**config.mk**
```make
export PLATFORM = sky130hd
export DESIGN_NAME = cfg_regs
export DESIGN_NICKNAME = d
export VERILOG_FILES = /design/src/design/boot_pkg.sv /design/src/design/cfg_regs.sv
export VERILOG_INCLUDE_DIRS = /design/src
export SDC_FILE = /design/constraint.sdc
export NUM_CORES = 1
export LEC_CHECK = 0
export BUFFER_PORTS_ARGS = -buffer_cell sky130_fd_sc_hd__clkbuf_2
export CORE_MARGIN = 1
export CORE_UTILIZATION = 50
export CTS_CLUSTER_SIZE = 8
export DETAILED_ROUTE_END_ITERATION = 10
export PLACE_DENSITY = 0.83
export SLEW_MARGIN = 20
export SYNTH_ARGS = -nofsm -noshare
export SYNTH_HDL_FRONTEND = slang
export SYNTH_SLANG_ARGS = --single-unit
```
**constraint.sdc**
```tcl
create_clock -name clk_i -period 2.9 [get_ports clk_i]
set_input_delay 0.145 -clock clk_i [delete_from_list [all_inputs] [get_ports clk_i]]
set_output_delay 0.145 -clock clk_i [all_outputs]
set_load 0.02 [all_outputs]
```
**src/boot_settings.svh**
```systemverilog
/*
 * Boot-load subsystem settings
 * Widths, memory depth and the values that the config loader
 * writes during the boot sequence.
 */
`ifndef BOOT_SETTINGS_SVH
`define BOOT_SETTINGS_SVH

`define BOOT_DATA_W     32
`define BOOT_ADDR_W     12
`define BOOT_MEM_WORDS  256

// Index and offset widths derived from the above
`define BOOT_MEM_IDX_W  8
`define BOOT_CFG_OFF_W  (`BOOT_ADDR_W-1)

`define BOOT_CORE_ID    3
`define BOOT_PC         32'h0000_0100

`endif
```
**src/design/boot_pkg.sv**
```systemverilog
/*
 * Boot-load package
 * Word and address types, the host opcodes, the boot
 * sequencer states and the config register offsets.
 */
`include "boot_settings.svh"

package boot_pkg;

   typedef logic [`BOOT_DATA_W-1:0] word_t;
   typedef logic [`BOOT_ADDR_W-1:0] addr_t;

   typedef enum logic [1:0] {
      OP_WRITE  = 2'd0,
      OP_READ   = 2'd1,
      OP_FINISH = 2'd2
   } io_op_e;

   typedef enum logic [1:0] {
      ST_LOAD = 2'd0,
      ST_CFG  = 2'd1,
      ST_RUN  = 2'd2
   } boot_state_e;

   // Config space offsets
   localparam logic [`BOOT_CFG_OFF_W-1:0] CFG_FREEZE  = 'd0;
   localparam logic [`BOOT_CFG_OFF_W-1:0] CFG_CORE_ID = 'd1;
   localparam logic [`BOOT_CFG_OFF_W-1:0] CFG_BOOT_PC = 'd2;

endpackage

```
**src/design/cfg_regs.sv**
```systemverilog
/*
 * Config registers
 * Freeze, core id and boot PC with req/ack read and write access.
 * Unmapped offsets drop writes and read as zero.
 */
`timescale 1ns/1ns
`include "boot_settings.svh"

module cfg_regs
  (input  logic                        clk_i,
   input  logic                        rst_i,
   input  logic                        req_i,
   input  logic                        we_i,
   input  logic [`BOOT_CFG_OFF_W-1:0]  off_i,
   input  boot_pkg::word_t             wdata_i,
   output logic                        ack_o,
   output boot_pkg::word_t             rdata_o,
   output logic                        freeze_o,
   output boot_pkg::word_t             core_id_o,
   output boot_pkg::word_t             boot_pc_o
   );

   import boot_pkg::*;

   logic  ack_q;
   logic  freeze_q;
   word_t core_id_q;
   word_t boot_pc_q;
   word_t rdata_q;
   word_t rd_sel;
   logic  accept;

   assign accept = req_i && !ack_q;

   always_comb
   begin
      case (off_i)
         CFG_FREEZE:  rd_sel = word_t'(freeze_q);
         CFG_CORE_ID: rd_sel = core_id_q;
         CFG_BOOT_PC: rd_sel = boot_pc_q;
         default:     rd_sel = '0;
      endcase
   end

   always_ff @(posedge clk_i)
   begin
      if (rst_i)
      begin
         ack_q     <= 1'b0;
         freeze_q  <= 1'b1;
         core_id_q <= '0;
         boot_pc_q <= '0;
      end
      else if (accept)
      begin
         ack_q <= 1'b1;
         if (we_i)
         begin
            case (off_i)
               CFG_FREEZE:  freeze_q  <= wdata_i[0];
               CFG_CORE_ID: core_id_q <= wdata_i;
               CFG_BOOT_PC: boot_pc_q <= wdata_i;
               default:     ;
            endcase
         end
      end
      else if (!req_i)
         ack_q <= 1'b0;
   end

   always_ff @(posedge clk_i)
   begin
      if (accept)
         rdata_q <= rd_sel;
   end

   assign ack_o     = ack_q;
   assign rdata_o   = rdata_q;
   assign freeze_o  = freeze_q;
   assign core_id_o = core_id_q;
   assign boot_pc_o = boot_pc_q;

endmodule

```
# Word level (Yosys, flattened, before mapping)
# Cells that the tools add are included.
dict set report totals {
  inputBits 47
  reg_bits 98
  out_inout_bits 98
}
dict set report classes {
  n_eq_ne 3
  muxes 3
  n_reduce_logical 6
}
# cell count
set op_table {}
lappend op_table {{$pmux 32 s3} 1}
lappend op_table {{$eq 11x1->1 const B} 1}
lappend op_table {{$eq 11x2->1 const B} 1}
lappend op_table {{$logic_not 11->1} 1}
lappend op_table {{$reduce_and 3->1} 3}
lappend op_table {{$mux 1} 2}
lappend op_table {{$ne 2x1->1 const B} 1}
lappend op_table {{$logic_and 1x1->1} 1}
lappend op_table {{$logic_not 1->1} 1}

# Logic depth before layout (Yosys ltp)
# Gate-level depths: netlist (run 1).
dict set report logic_depth {
  depth_word 3
  depth_mapped 5
  depth_no_buf 3
}

# Worst setup path before layout (run 1)
# OpenSTA, ideal clock, no wires.
dict set report synth_timing {
  kind {register to register}
  startpoint {register ack_q, in the netlist ack_o}
  endpoint {register rdata_q[0], in the netlist rdata_o[0] (enable)}
  setup_time_ns 0.424
  period_less_slack_ns 2.263
  setup_slack_ns 0.637
  stages_incl_launch_ff 2
  arrival_time_ns 1.839
  path_buffers 0
  t_required_ns 2.476
  path_cell_list {dfxtp_1 > nor2b_1}
}
dict set report synth_via {
  elab_chain_len 2
}
# item line
set synth_lines {}
lappend synth_lines {{start: declaration} cfg_regs.sv:25} ;# logic ack_q;
lappend synth_lines {{start signal: assignment} cfg_regs.sv:49} ;# ack_q <= 1'b0;
lappend synth_lines {{start signal: assignment} cfg_regs.sv:56} ;# ack_q <= 1'b1;
lappend synth_lines {{start signal: assignment} cfg_regs.sv:68} ;# ack_q <= 1'b0;
lappend synth_lines {{$logic_not 1->1} cfg_regs.sv:33} ;# assign accept = req_i && !ack_q;
lappend synth_lines {{$logic_and 1x1->1} cfg_regs.sv:33}
lappend synth_lines {{net accept} cfg_regs.sv:31} ;# logic accept;
lappend synth_lines {{end signal: assignment} cfg_regs.sv:74} ;# rdata_q <= rd_sel;
lappend synth_lines {{end: declaration} cfg_regs.sv:29} ;# word_t rdata_q;
# The timed path passes the listed nets, and every way through them passes these cells.
# A chain may end at the register's enable or synchronous reset.

# Final worst setup path (run 1)
dict set report layout_timing {
  startpoint {register ack_q, in the netlist ack_o}
  endpoint {register boot_pc_q[8], in the netlist boot_pc_o[8]}
}
dict set report layout_via {
  elab_chain_len 3
}
# item line
set layout_lines {}
lappend layout_lines {{$logic_not 1->1} cfg_regs.sv:33}
lappend layout_lines {{$logic_and 1x1->1} cfg_regs.sv:33}
lappend layout_lines {{$reduce_and 3->1 (no source line)} --}
lappend layout_lines {{end signal: assignment} cfg_regs.sv:62} ;# CFG_BOOT_PC: boot_pc_q <= wdata_i;
lappend layout_lines {{end: declaration} cfg_regs.sv:28} ;# word_t boot_pc_q;
# Every way passes these cells.

==> flow_metrics.py, run 1 <==
metrics = {
    "synthesis": {
        "synth.area.top_cells": "dfxtp_1 (32%), edfxtp_1 (23%), mux2i_1 (16%), nand2b_1 (14%), a22oi_1 (5.6%)",
        "netlist.area_leader.share_pct": 31.9,
        "syn_nets": 413,
        "yosysWarnings": 0,
        "avgSynthCellArea_sq_um": 11.3,
        "synth_cell_types": 15,
        "netlist_instances": 366,
        "yosys.area.top_type": "dfxtp_1",
        "ys_ff_latch": 98,
        "ys_seq_area_share_pct": 55.0,
        "netlist_area_sq_um": 4150,
    },
    "sta": {
        "fin_crit_sh_pct": 58.2,
        "setup_viol": 0,
        "fin_tns_setup_ns": 0,
        "rsz0062_at_grt": "false",
        "clock_skew_ns": 0.00945,
        "layout_min_cycle_time_ns": 1.69,
        "tightest_slew_ns": 1.03,
        "max_freq_mhz": 592,
        "hold_ws_ns": 0.0371,
        "slew-limit-headroom_pct": 31.4,
        "report.final.slew_viol_count": 0,
        "hold_viol": 0,
    },
    "worst_setup_path": {
        "start_kind": "register",
        "path_buf_inv": 1,
        "cp_top_family": "simple AND/OR/NAND/NOR gates",
        "cp-end-kind": "register",
        "startpoint": "ack_o$_SDFFE_PP0P_",
        "criticalPathCategory": "reg2reg",
        "crit_chain": "and4bb_2 -> nand4_4 -> buf_4 -> mux2i_1",
        "worst-r2r-setup-slack_ns": 1.21,
        "regToRegStartpoint": "ack_o$_SDFFE_PP0P_",
        "crit_path_top_delay_cell": "buf_4",
        "required_ns": 3.17,
        "max_stage_delay_ns": 0.47,
        "cp.depth": 4,
        "rr_worst_depth": 4,
        "rr_endpoint": "boot_pc_o[8]$_SDFFE_PP0P_",
        "cp_max_fo": 26,
        "cp-endpoint": "boot_pc_o[8]$_SDFFE_PP0P_",
        "arrival_ns": 1.96,
    },
    "pwr": {
        "ir_drop_mv": 0.292,
        "power.total_w": 0.00251,
        "p_per_area_nw_per_um2": 483,
        "power.leakage_nw": 2.52,
    },
    "clock_tree": {
        "clk_pin_slew_ns": 0.09,
        "htree_levels": 3,
        "clk_path_buf_depth": 2,
        "ctsHoldBuffers": 0,
        "cts_sinks": 98,
        "clk_latency_ns": 0.35,
        "cts_setup_buffers": 0,
        "cts_resized": 0,
        "cts_buffers": 9,
        "cts_tree": "built",
        "cts_root_buffer": "clkbuf_8",
    },
    "final_layout": {
        "fin_nets": 548,
        "multi_input_area_sq_um": 1780,
        "final_common_cell": "clkbuf_2",
        "seq_area_sq_um": 2280,
        "utilization_pct": 65.8,
        "layout_common_cells": "clkbuf_2 (144), nand2b_1 (96), mux2i_1 (66), dfxtp_1 (66), nor2_1 (35)",
        "fillers": 627,
        "area_growth_pct": 25.1,
        "drive_gt1_share_pct": 34.6,
        "antenna_cells": 0,
        "final_cells": 608,
    },
    "global_routing": {
        "grt_pass1_wl_microns": 14900,
        "track_usage_pct": 22.4,
        "globalRouteOverflowTotal": 0,
        "grt_max_degree": 54,
        "antenna_found_initial": 0,
        "grt_pass1_vias": 3036,
    },
    "detailed_routing": {
        "top_layer_used": "met4",
        "drc": 0,
        "vias_per_cell": 5.22,
        "drtIter0Drc": 116,
        "routedLengthMet1_microns": 4250,
        "wl_met2_microns": 4440,
        "dr_wl_met3_microns": 642,
        "post_drt_wl_per_cell_microns": 15.6,
        "postRouteAntennaNets": 0,
        "wirelength_microns": 9510,
        "drt_pass1_iterations": 4,
        "via_count": 3174,
    },
    "floorplanning": {
        "die_y_microns": 93.1,
        "rows": 32,
        "io_pins": 145,
        "die_w_microns": 93.1,
        "start_util_pct": 52.6,
        "core_sq_um": 7890,
        "die-area_sq_um": 8660,
    },
    "placed_design": {
        "gp_congestion": 0.755,
        "port_buffers": 144,
        "dp.cells": 592,
        "dpl.hpwl_microns": 6420,
    },
    "outcome": {
        "outcome": "finished clean",
    },
    "flow_run": {
        "cap_violations": 0,
    },
    "worst_hold_path": {
        "whs_path_depth": 2,
        "hp-class": "in2reg",
    },
}
==> state kept, by name, summed over array words and instances (netlist names) <==
name	count
core_id_o	32
boot_pc_o	32
ack_o	1
freeze_o	1
rdata_o	32
==> per-stage QoR <==
step | cell area, sq um | worst slack (ns)
finish | 5190 | 1.21
global route | 5190 | 1.12
CTS | 5190 | 1.18
detailed placement | 4990 | 1.18
global placement | 4990 | 1.23
floorplan | 4150 | 0.637
==> where the power goes <==
| part | switching [W] | internal, W |
|---|---|---|
| Clock | 0.000464 | 0.000428 |
| Combinational | 0.000106 | 0.0000716 |
| Sequential | 0.00000603 | 0.00143 |
==> synthesized netlist by cell type <==
| cell | instances |
|---|---|
| a22oi_1 | 31 |
| a2bb2oi_1 | 1 |
| and4bb_2 | 1 |
| buf_2 | 6 |
| clkbuf_1 | 22 |
| dfxtp_1 | 66 |
| edfxtp_1 | 32 |
| mux2i_1 | 66 |
| nand2b_1 | 96 |
| nand3b_1 | 1 |
| nand4_1 | 1 |
| nand4_2 | 2 |
| nor2_1 | 35 |
| nor2b_1 | 4 |
| nor4_4 | 2 |
==> how the worst min path moves through the flow <==
stage                from                  to
floorplan           req_i  ack_o$_SDFFE_PP0P_
global placement    req_i  ack_o$_SDFFE_PP0P_
detailed placement  req_i  ack_o$_SDFFE_PP0P_
CTS                 req_i  ack_o$_SDFFE_PP0P_
global route        req_i  ack_o$_SDFFE_PP0P_
finish              req_i  ack_o$_SDFFE_PP0P_
==> routing by layer <==
| layer | vias to the layer above | GRT usage (%) |
|---|---|---|
| met4 | 0 | 8.85 |
| met2 | 125 | 37.3 |
| met1 | 1499 | 28.6 |
| met5 | - | 0 |
| met3 | 15 | 4.47 |
| li1 | 1535 | - |
==> final cells by class <==
type	instances	area share [%]
clock buffers	11	2.72
well taps	102	2.46
flip-flops and latches	98	44.0
repair buffers	152	15.3
clock inverters	5	1.18
multi-input cells	240	34.4
==> cells by family (layout without fill, tap and decap cells) <==
| logic type | Yosys count | in the layout | synth area share [%] |
|---|---|---|---|
| flip-flops | 98 | 98 | 55.0 |
| AO/OA/AOI/OAI | 32 | 32 | 5.82 |
| AND/OR/NAND/NOR | 142 | 142 | 20.5 |
| multiplexers | 66 | 66 | 15.9 |
| buffers and inverters | 28 | 168 | 2.71 |
No activity file was read; power rests on OpenSTA's default activity.
==> run 2, diff against run 1 <==
Settings changed: ABC_AREA set to 1, PLACE_DENSITY 0.83 to 0.82.
Clock period 2.9 ns to 1.7 ns, I/O delays scaled along.
==> run 2 against run 1 <==
  * Sequential cell count unchanged
  * Global-route usage increased by 2.5 points
  * Wire length increased by 25%
  * Clock power increased by 63%
  * Count of clock-buffer cells in the layout increased by 1
  * First-iteration DRC count increased by 90%
  * Combinational power increased by 86%
  * Die area increased by 9.7%
  * Sequential power increased by 70%
  * Register-to-register slack got worse by 0.98 ns
  * Critical path depth increased by 4
  * Final cell count increased by 44%
  * Critical path type unchanged
  * Critical endpoint is now boot_pc_o[20]$_SDFFE_PP0P_
  * Largest power group unchanged
  * Highest routed layer unchanged
==> flow_metrics.py, run 2 <==
metrics = {
    "outcome": {
        "outcome": "finished clean",
    },
    "floorplanning": {
        "io_pins": 145,
        "core_sq_um": 8760,
        "rows": 34,
        "die-area_sq_um": 9500,
        "die_y_microns": 97.5,
        "die_w_microns": 97.5,
        "start_util_pct": 52.0,
    },
    "detailed_routing": {
        "via_count": 4406,
        "drt_pass1_iterations": 5,
        "vias_per_cell": 5.04,
        "drtIter0Drc": 220,
        "drc": 0,
        "post_drt_wl_per_cell_microns": 13.6,
        "wirelength_microns": 11900,
        "postRouteAntennaNets": 0,
    },
    "global_routing": {
        "antenna_found_initial": 0,
        "grt_pass1_vias": 4152,
        "grt_pass1_wl_microns": 19000,
        "track_usage_pct": 24.9,
        "globalRouteOverflowTotal": 0,
        "grt_max_degree": 66,
    },
    "worst_setup_path": {
        "cp_max_fo": 20,
        "crit_path_top_delay_cell": "nor2_4",
        "path_buf_inv": 3,
        "criticalPathCategory": "reg2reg",
        "regToRegStartpoint": "ack_o$_SDFFE_PP0P_",
        "required_ns": 1.99,
        "crit_chain": "inv_1 -> nand2_1 -> nor2_4 -> nand3_2 -> buf_4 -> nand2_1 -> inv_1 -> nor2_1",
        "start_kind": "register",
        "worst-r2r-setup-slack_ns": 0.23,
        "cp_top_family": "simple AND/OR/NAND/NOR gates",
        "arrival_ns": 1.75,
        "startpoint": "ack_o$_SDFFE_PP0P_",
        "cp-end-kind": "register",
        "max_stage_delay_ns": 0.34,
    },
    "clock_tree": {
        "clk_pin_slew_ns": 0.09,
        "cts_sinks": 98,
        "clk_latency_ns": 0.35,
        "cts_buffers": 9,
        "clk_path_buf_depth": 2,
        "cts_tree": "built",
        "cts_resized": 0,
        "cts_root_buffer": "clkbuf_8",
        "htree_levels": 3,
    },
    "final_layout": {
        "seq_area_sq_um": 2280,
        "layout_common_cells": "inv_1 (167), clkbuf_2 (144), nand2_1 (138)",
        "final_common_cell": "inv_1",
        "antenna_cells": 0,
        "fillers": 734,
        "area_growth_pct": 24.2,
        "post-route-cell-area_sq_um": 5660,
        "drive_gt1_share_pct": 24.8,
        "fin_nets": 809,
        "multi_input_area_sq_um": 1470,
    },
    "synthesis": {
        "ys_ff_latch": 98,
        "async_reset_ff_share_pct": 0,
        "netlist.area_leader.share_pct": 29.0,
        "avgSynthCellArea_sq_um": 7.33,
        "synth_edf_count": 32,
        "ys.flop_type": "dfxtp_1",
        "synthTopCellsByCount": "inv_1 (168), nand2_1 (138), nor2_1 (69), dfxtp_1 (66), nand4_1 (65)",
        "netlist_area_sq_um": 4560,
        "synth.area.top_cells": "dfxtp_1 (29%), edfxtp_1 (21%), inv_1 (14%), nand2_1 (11%), nand4_1 (8.9%)",
        "synth_fa_ha_area_share_pct": 0,
        "syn_nets": 669,
        "yosys.area_share.simple_pct": 27.9,
        "synth-compound-area-share_pct": 4.25,
        "synth_mux_area_share_pct": 0,
        "yosysMostFrequentCell": "inv_1",
        "synth_top_family_by_area": "simple AND/OR/NAND/NOR gates",
        "netlist_instances": 622,
        "yosys.area.top_type": "dfxtp_1",
        "yosysWarnings": 0,
        "synthXorXnorAreaFrac_pct": 0,
        "synth_cell_types": 16,
        "ys_seq_area_share_pct": 50.1,
    },
    "sta": {
        "layout_min_cycle_time_ns": 1.47,
        "slew-limit-headroom_pct": 69.4,
        "tightest_slew_ns": 0.459,
        "report.final.slew_viol_count": 0,
        "max_freq_mhz": 681,
        "fin_tns_setup_ns": 0,
        "rsz0062_at_grt": "false",
        "fin_crit_sh_pct": 86.3,
        "clock_skew_ns": 0.00994,
        "setup_viol": 0,
        "hold_viol": 0,
    },
    "pwr": {
        "intPower_w": 0.00318,
        "pwr-share-seq_pct": 58.0,
        "swShare_pct": 24.8,
        "p_comb_share_pct": 7.8,
        "p_per_area_nw_per_um2": 747,
        "power.leakage_nw": 2.88,
        "ir_drop_mv": 0.364,
        "p_switching_w": 0.00105,
        "p_clk_share_pct": 34.2,
    },
    "placed_design": {
        "dpl_cell_area_sq_um": 5450,
        "gp_congestion": 0.839,
        "dpl.hpwl_microns": 8290,
        "port_buffers": 144,
    },
    "flow_run": {
        "cap_violations": 0,
    },
    "worst_hold_path": {
        "hp-class": "in2reg",
        "hp-start": "wdata_i[0]",
    },
}
==> run 2: worst min-delay path, stage by stage <==
cell	delay, ns
clkbuf_2	0.10
nand4_1	0.08
nand3_1	0.08
==> run 2: kinds of logic (layout without fill, tap and decap cells) <==
group,count (synthesis),in the layout
AND/OR/NAND/NOR,284,284
buffers and inverters,209,354
flip-flops,98,98
AO/OA/AOI/OAI,31,31
==> run 2: layer usage <==
metal	share of wire, %	track usage [%]	vias up
li1	-	-	2177
met1	40	30.9	1986
met2	50	42.2	218
met3	7.8	3.81	25
met4	2.5	11.8	0
met5	0	0	-
==> run 2: through the flow <==
| stage | hold WS [ns] | utilization [%] | cells | total power (W) | worst slack (ns) |
|---|---|---|---|---|---|
| 2_1_floorplan | 0.156 | - | 622 | 0.00269 | 0.182 |
| 3_3_place_gp | 0.277 | 62.2 | 857 | 0.00282 | 0.238 |
| 3_5_place_dp | 0.281 | 62.2 | 857 | 0.00283 | 0.231 |
| 4_1_cts | 0.0146 | 64.6 | 875 | 0.00426 | 0.231 |
| 5_1_grt | 0.0307 | 64.6 | 875 | 0.00436 | 0.0745 |
| 6_report | 0.0224 | 64.6 | 875 | 0.00423 | 0.232 |
==> run 2: power by group through the flow <==
stage          Combinational (W)  Sequential (W)  Clock (W)
6_report                0.000331         0.00245    0.00145
5_1_grt                 0.000361         0.00246    0.00155
4_1_cts                 0.000330         0.00245    0.00147
3_5_place_dp            0.000325         0.00251          0
3_3_place_gp            0.000317         0.00251          0
2_1_floorplan           0.000141         0.00255          0
==> run 2: final cells by class <==
| class | instances | area share, % |
|---|---|---|
| timing repair buffer | 168 | 16.7 |
| multi-input combinational | 315 | 26.0 |
| tap | 108 | 2.39 |
| clock buffer | 12 | 2.74 |
| sequential | 98 | 40.3 |
| inverter | 170 | 11.3 |
| clock inverter | 4 | 0.619 |
==> run 2: worst paths after layout <==
path                                      to  cells past startpoint
setup / recovery  boot_pc_o[20]$_SDFFE_PP0P_                      8
hold / removal         freeze_o$_SDFFE_PP1P_                      3
setup reg to reg  boot_pc_o[20]$_SDFFE_PP0P_                      8
hold reg to reg        freeze_o$_SDFFE_PP1P_                      2
==> run 2: what timing repair did <==
action,in CTS,in global routing
buffers inserted,0,0
endpoints found under the hold margin,1,0
hold buffers,2,0
==> run 3, diff against run 2 <==
Settings changed: CTS_BUF_LIST set to sky130_fd_sc_hd__clkbuf_8.
==> run 3 against run 2 <==
  * Utilization unchanged
  * Non-clock buffer count unchanged
  * Clock skew about the same
  * Largest cell class unchanged
  * Final cell count unchanged
  * First-iteration DRC count unchanged
  * Register-to-register slack about the same
  * Worst hold slack improved by 0.0023 ns
  * Sequential cell count unchanged
==> flow_metrics.py, run 3 (synthesis gave the netlist of run 2 again) <==
metrics = {
    "worst_setup_path": {
        "cp-end-kind": "register",
        "cp_max_fo": 20,
        "arrival_ns": 1.75,
        "start_kind": "register",
        "required_ns": 1.99,
        "criticalPathCategory": "reg2reg",
    },
    "clock_tree": {
        "cts_sinks": 98,
        "cts_tree": "built",
        "cts_root_buffer": "clkbuf_8",
        "clk_pin_slew_ns": 0.09,
        "cts_setup_buffers": 0,
        "cts_buffers": 9,
        "htree_levels": 3,
        "cts_resized": 0,
        "clk_latency_ns": 0.35,
        "clk_path_buf_depth": 2,
        "ctsHoldBuffers": 2,
    },
    "outcome": {
        "outcome": "finished clean",
    },
    "global_routing": {
        "globalRouteOverflowTotal": 0,
        "track_usage_pct": 24.9,
        "grt_pass1_wl_microns": 19000,
        "antenna_found_initial": 0,
        "grt_pass1_vias": 4152,
        "grt_max_degree": 66,
    },
    "placed_design": {
        "place_ws_ns": 0.231,
        "port_buffers": 144,
        "dp.cells": 857,
        "dpl.hpwl_microns": 8290,
        "gp_congestion": 0.839,
    },
    "detailed_routing": {
        "wirelength_microns": 11900,
        "drtIter0Drc": 220,
        "post_drt_wl_per_cell_microns": 13.6,
        "drc": 0,
        "drt_pass1_iterations": 5,
        "vias_per_cell": 5.05,
        "via_count": 4420,
        "postRouteAntennaNets": 0,
    },
    "worst_hold_path": {
        "hp-class": "in2reg",
    },
    "floorplanning": {
        "io_pins": 145,
        "start_util_pct": 52.0,
        "die_y_microns": 97.5,
        "core_sq_um": 8760,
        "die-area_sq_um": 9500,
        "die_w_microns": 97.5,
        "rows": 34,
    },
    "sta": {
        "setup_viol": 0,
        "fin_crit_sh_pct": 86.1,
        "fin_tns_setup_ns": 0,
        "max_freq_mhz": 683,
        "clock_skew_ns": 0.00982,
        "tightest_slew_ns": 0.463,
        "setup_ws_ns": 0.236,
        "slew-limit-headroom_pct": 69.1,
        "report.final.slew_viol_count": 0,
        "rsz0062_at_grt": "false",
        "layout_min_cycle_time_ns": 1.46,
        "hold_viol": 0,
    },
    "final_layout": {
        "fin_nets": 809,
        "multi_input_area_sq_um": 1470,
        "area_growth_pct": 24.2,
        "layout_common_cells": "inv_1 (168), clkbuf_2 (144), nand2_1 (138)",
        "fillers": 734,
        "drive_gt1_share_pct": 24.8,
        "final_cells": 875,
        "utilization_pct": 64.6,
        "seq_area_sq_um": 2280,
        "antenna_cells": 0,
        "final_common_cell": "inv_1",
    },
    "pwr": {
        "power.leakage_nw": 2.88,
        "ir_drop_mv": 0.364,
        "p_per_area_nw_per_um2": 747,
        "power.total_w": 0.00423,
    },
    "flow_run": {
        "cap_violations": 0,
    },
}
run 3: cell types whose count changed in the layout (fill, tap and decap cells not counted), sizes merged:
cell | before | now
inv | 171 | 172
clkbuf | 156 | 155
run 3: power breakdown:
part | total (W) | switching, W | internal (W)
clock | 0.00145 | 0.000825 | 0.000622
combinational | 0.000331 | 0.000218 | 0.000113
sequential | 0.00245 | 0.00000988 | 0.00244
total | 0.00423 | 0.00105 | 0.00318
run 3: worst paths after layout:
path	from	endpoint	slack, ns	cells after the start
max	ack_o$_SDFFE_PP0P_	boot_pc_o[20]$_SDFFE_PP0P_	0.24	8
max reg2reg	ack_o$_SDFFE_PP0P_	boot_pc_o[20]$_SDFFE_PP0P_	0.24	8
min	wdata_i[0]	freeze_o$_SDFFE_PP1P_	0.02	3
min reg2reg	freeze_o$_SDFFE_PP1P_	freeze_o$_SDFFE_PP1P_	0.50	2
run 3: metal layers:
| metal | vias up | wire [microns] | track usage (%) |
|---|---|---|---|
| met5 | - | 0 | 0 |
| met2 | 218 | 5900 | 42.2 |
| met1 | 2001 | 4800 | 30.9 |
| li1 | 2176 | - | - |
| met3 | 25 | 932 | 3.81 |
| met4 | 0 | 300 | 11.8 |
run 3: worst max-delay path: stages (launching register included):
cell and delay (ns):
dfxtp_1 0.33, inv_1 0.06, nand2_1 0.09, nor2_4 0.34
nand3_2 0.12, buf_4 0.23, nand2_1 0.08, inv_1 0.04
nor2_1 0.10
run 3: metrics by stage:
| stage | hold WS [ns] | area (sq um) |
|---|---|---|
| final | 0.0247 | 5660 |
| after detailed placement | 0.281 | 5450 |
| after global routing | 0.0307 | 5660 |
| after floorplan | 0.156 | 4560 |
| after global placement | 0.277 | 5450 |
| after CTS | 0.0146 | 5660 |
run 3: final cells by class:
class / instances / area share [%]
Clock buffer: 11 / 2.67
Inverter: 170 / 11.3
Clock inverter: 5 / 0.685
Timing Repair Buffer: 168 / 16.7
Multi-Input combinational cell: 315 / 26.0
Sequential cell: 98 / 40.3
Tap cell: 108 / 2.39
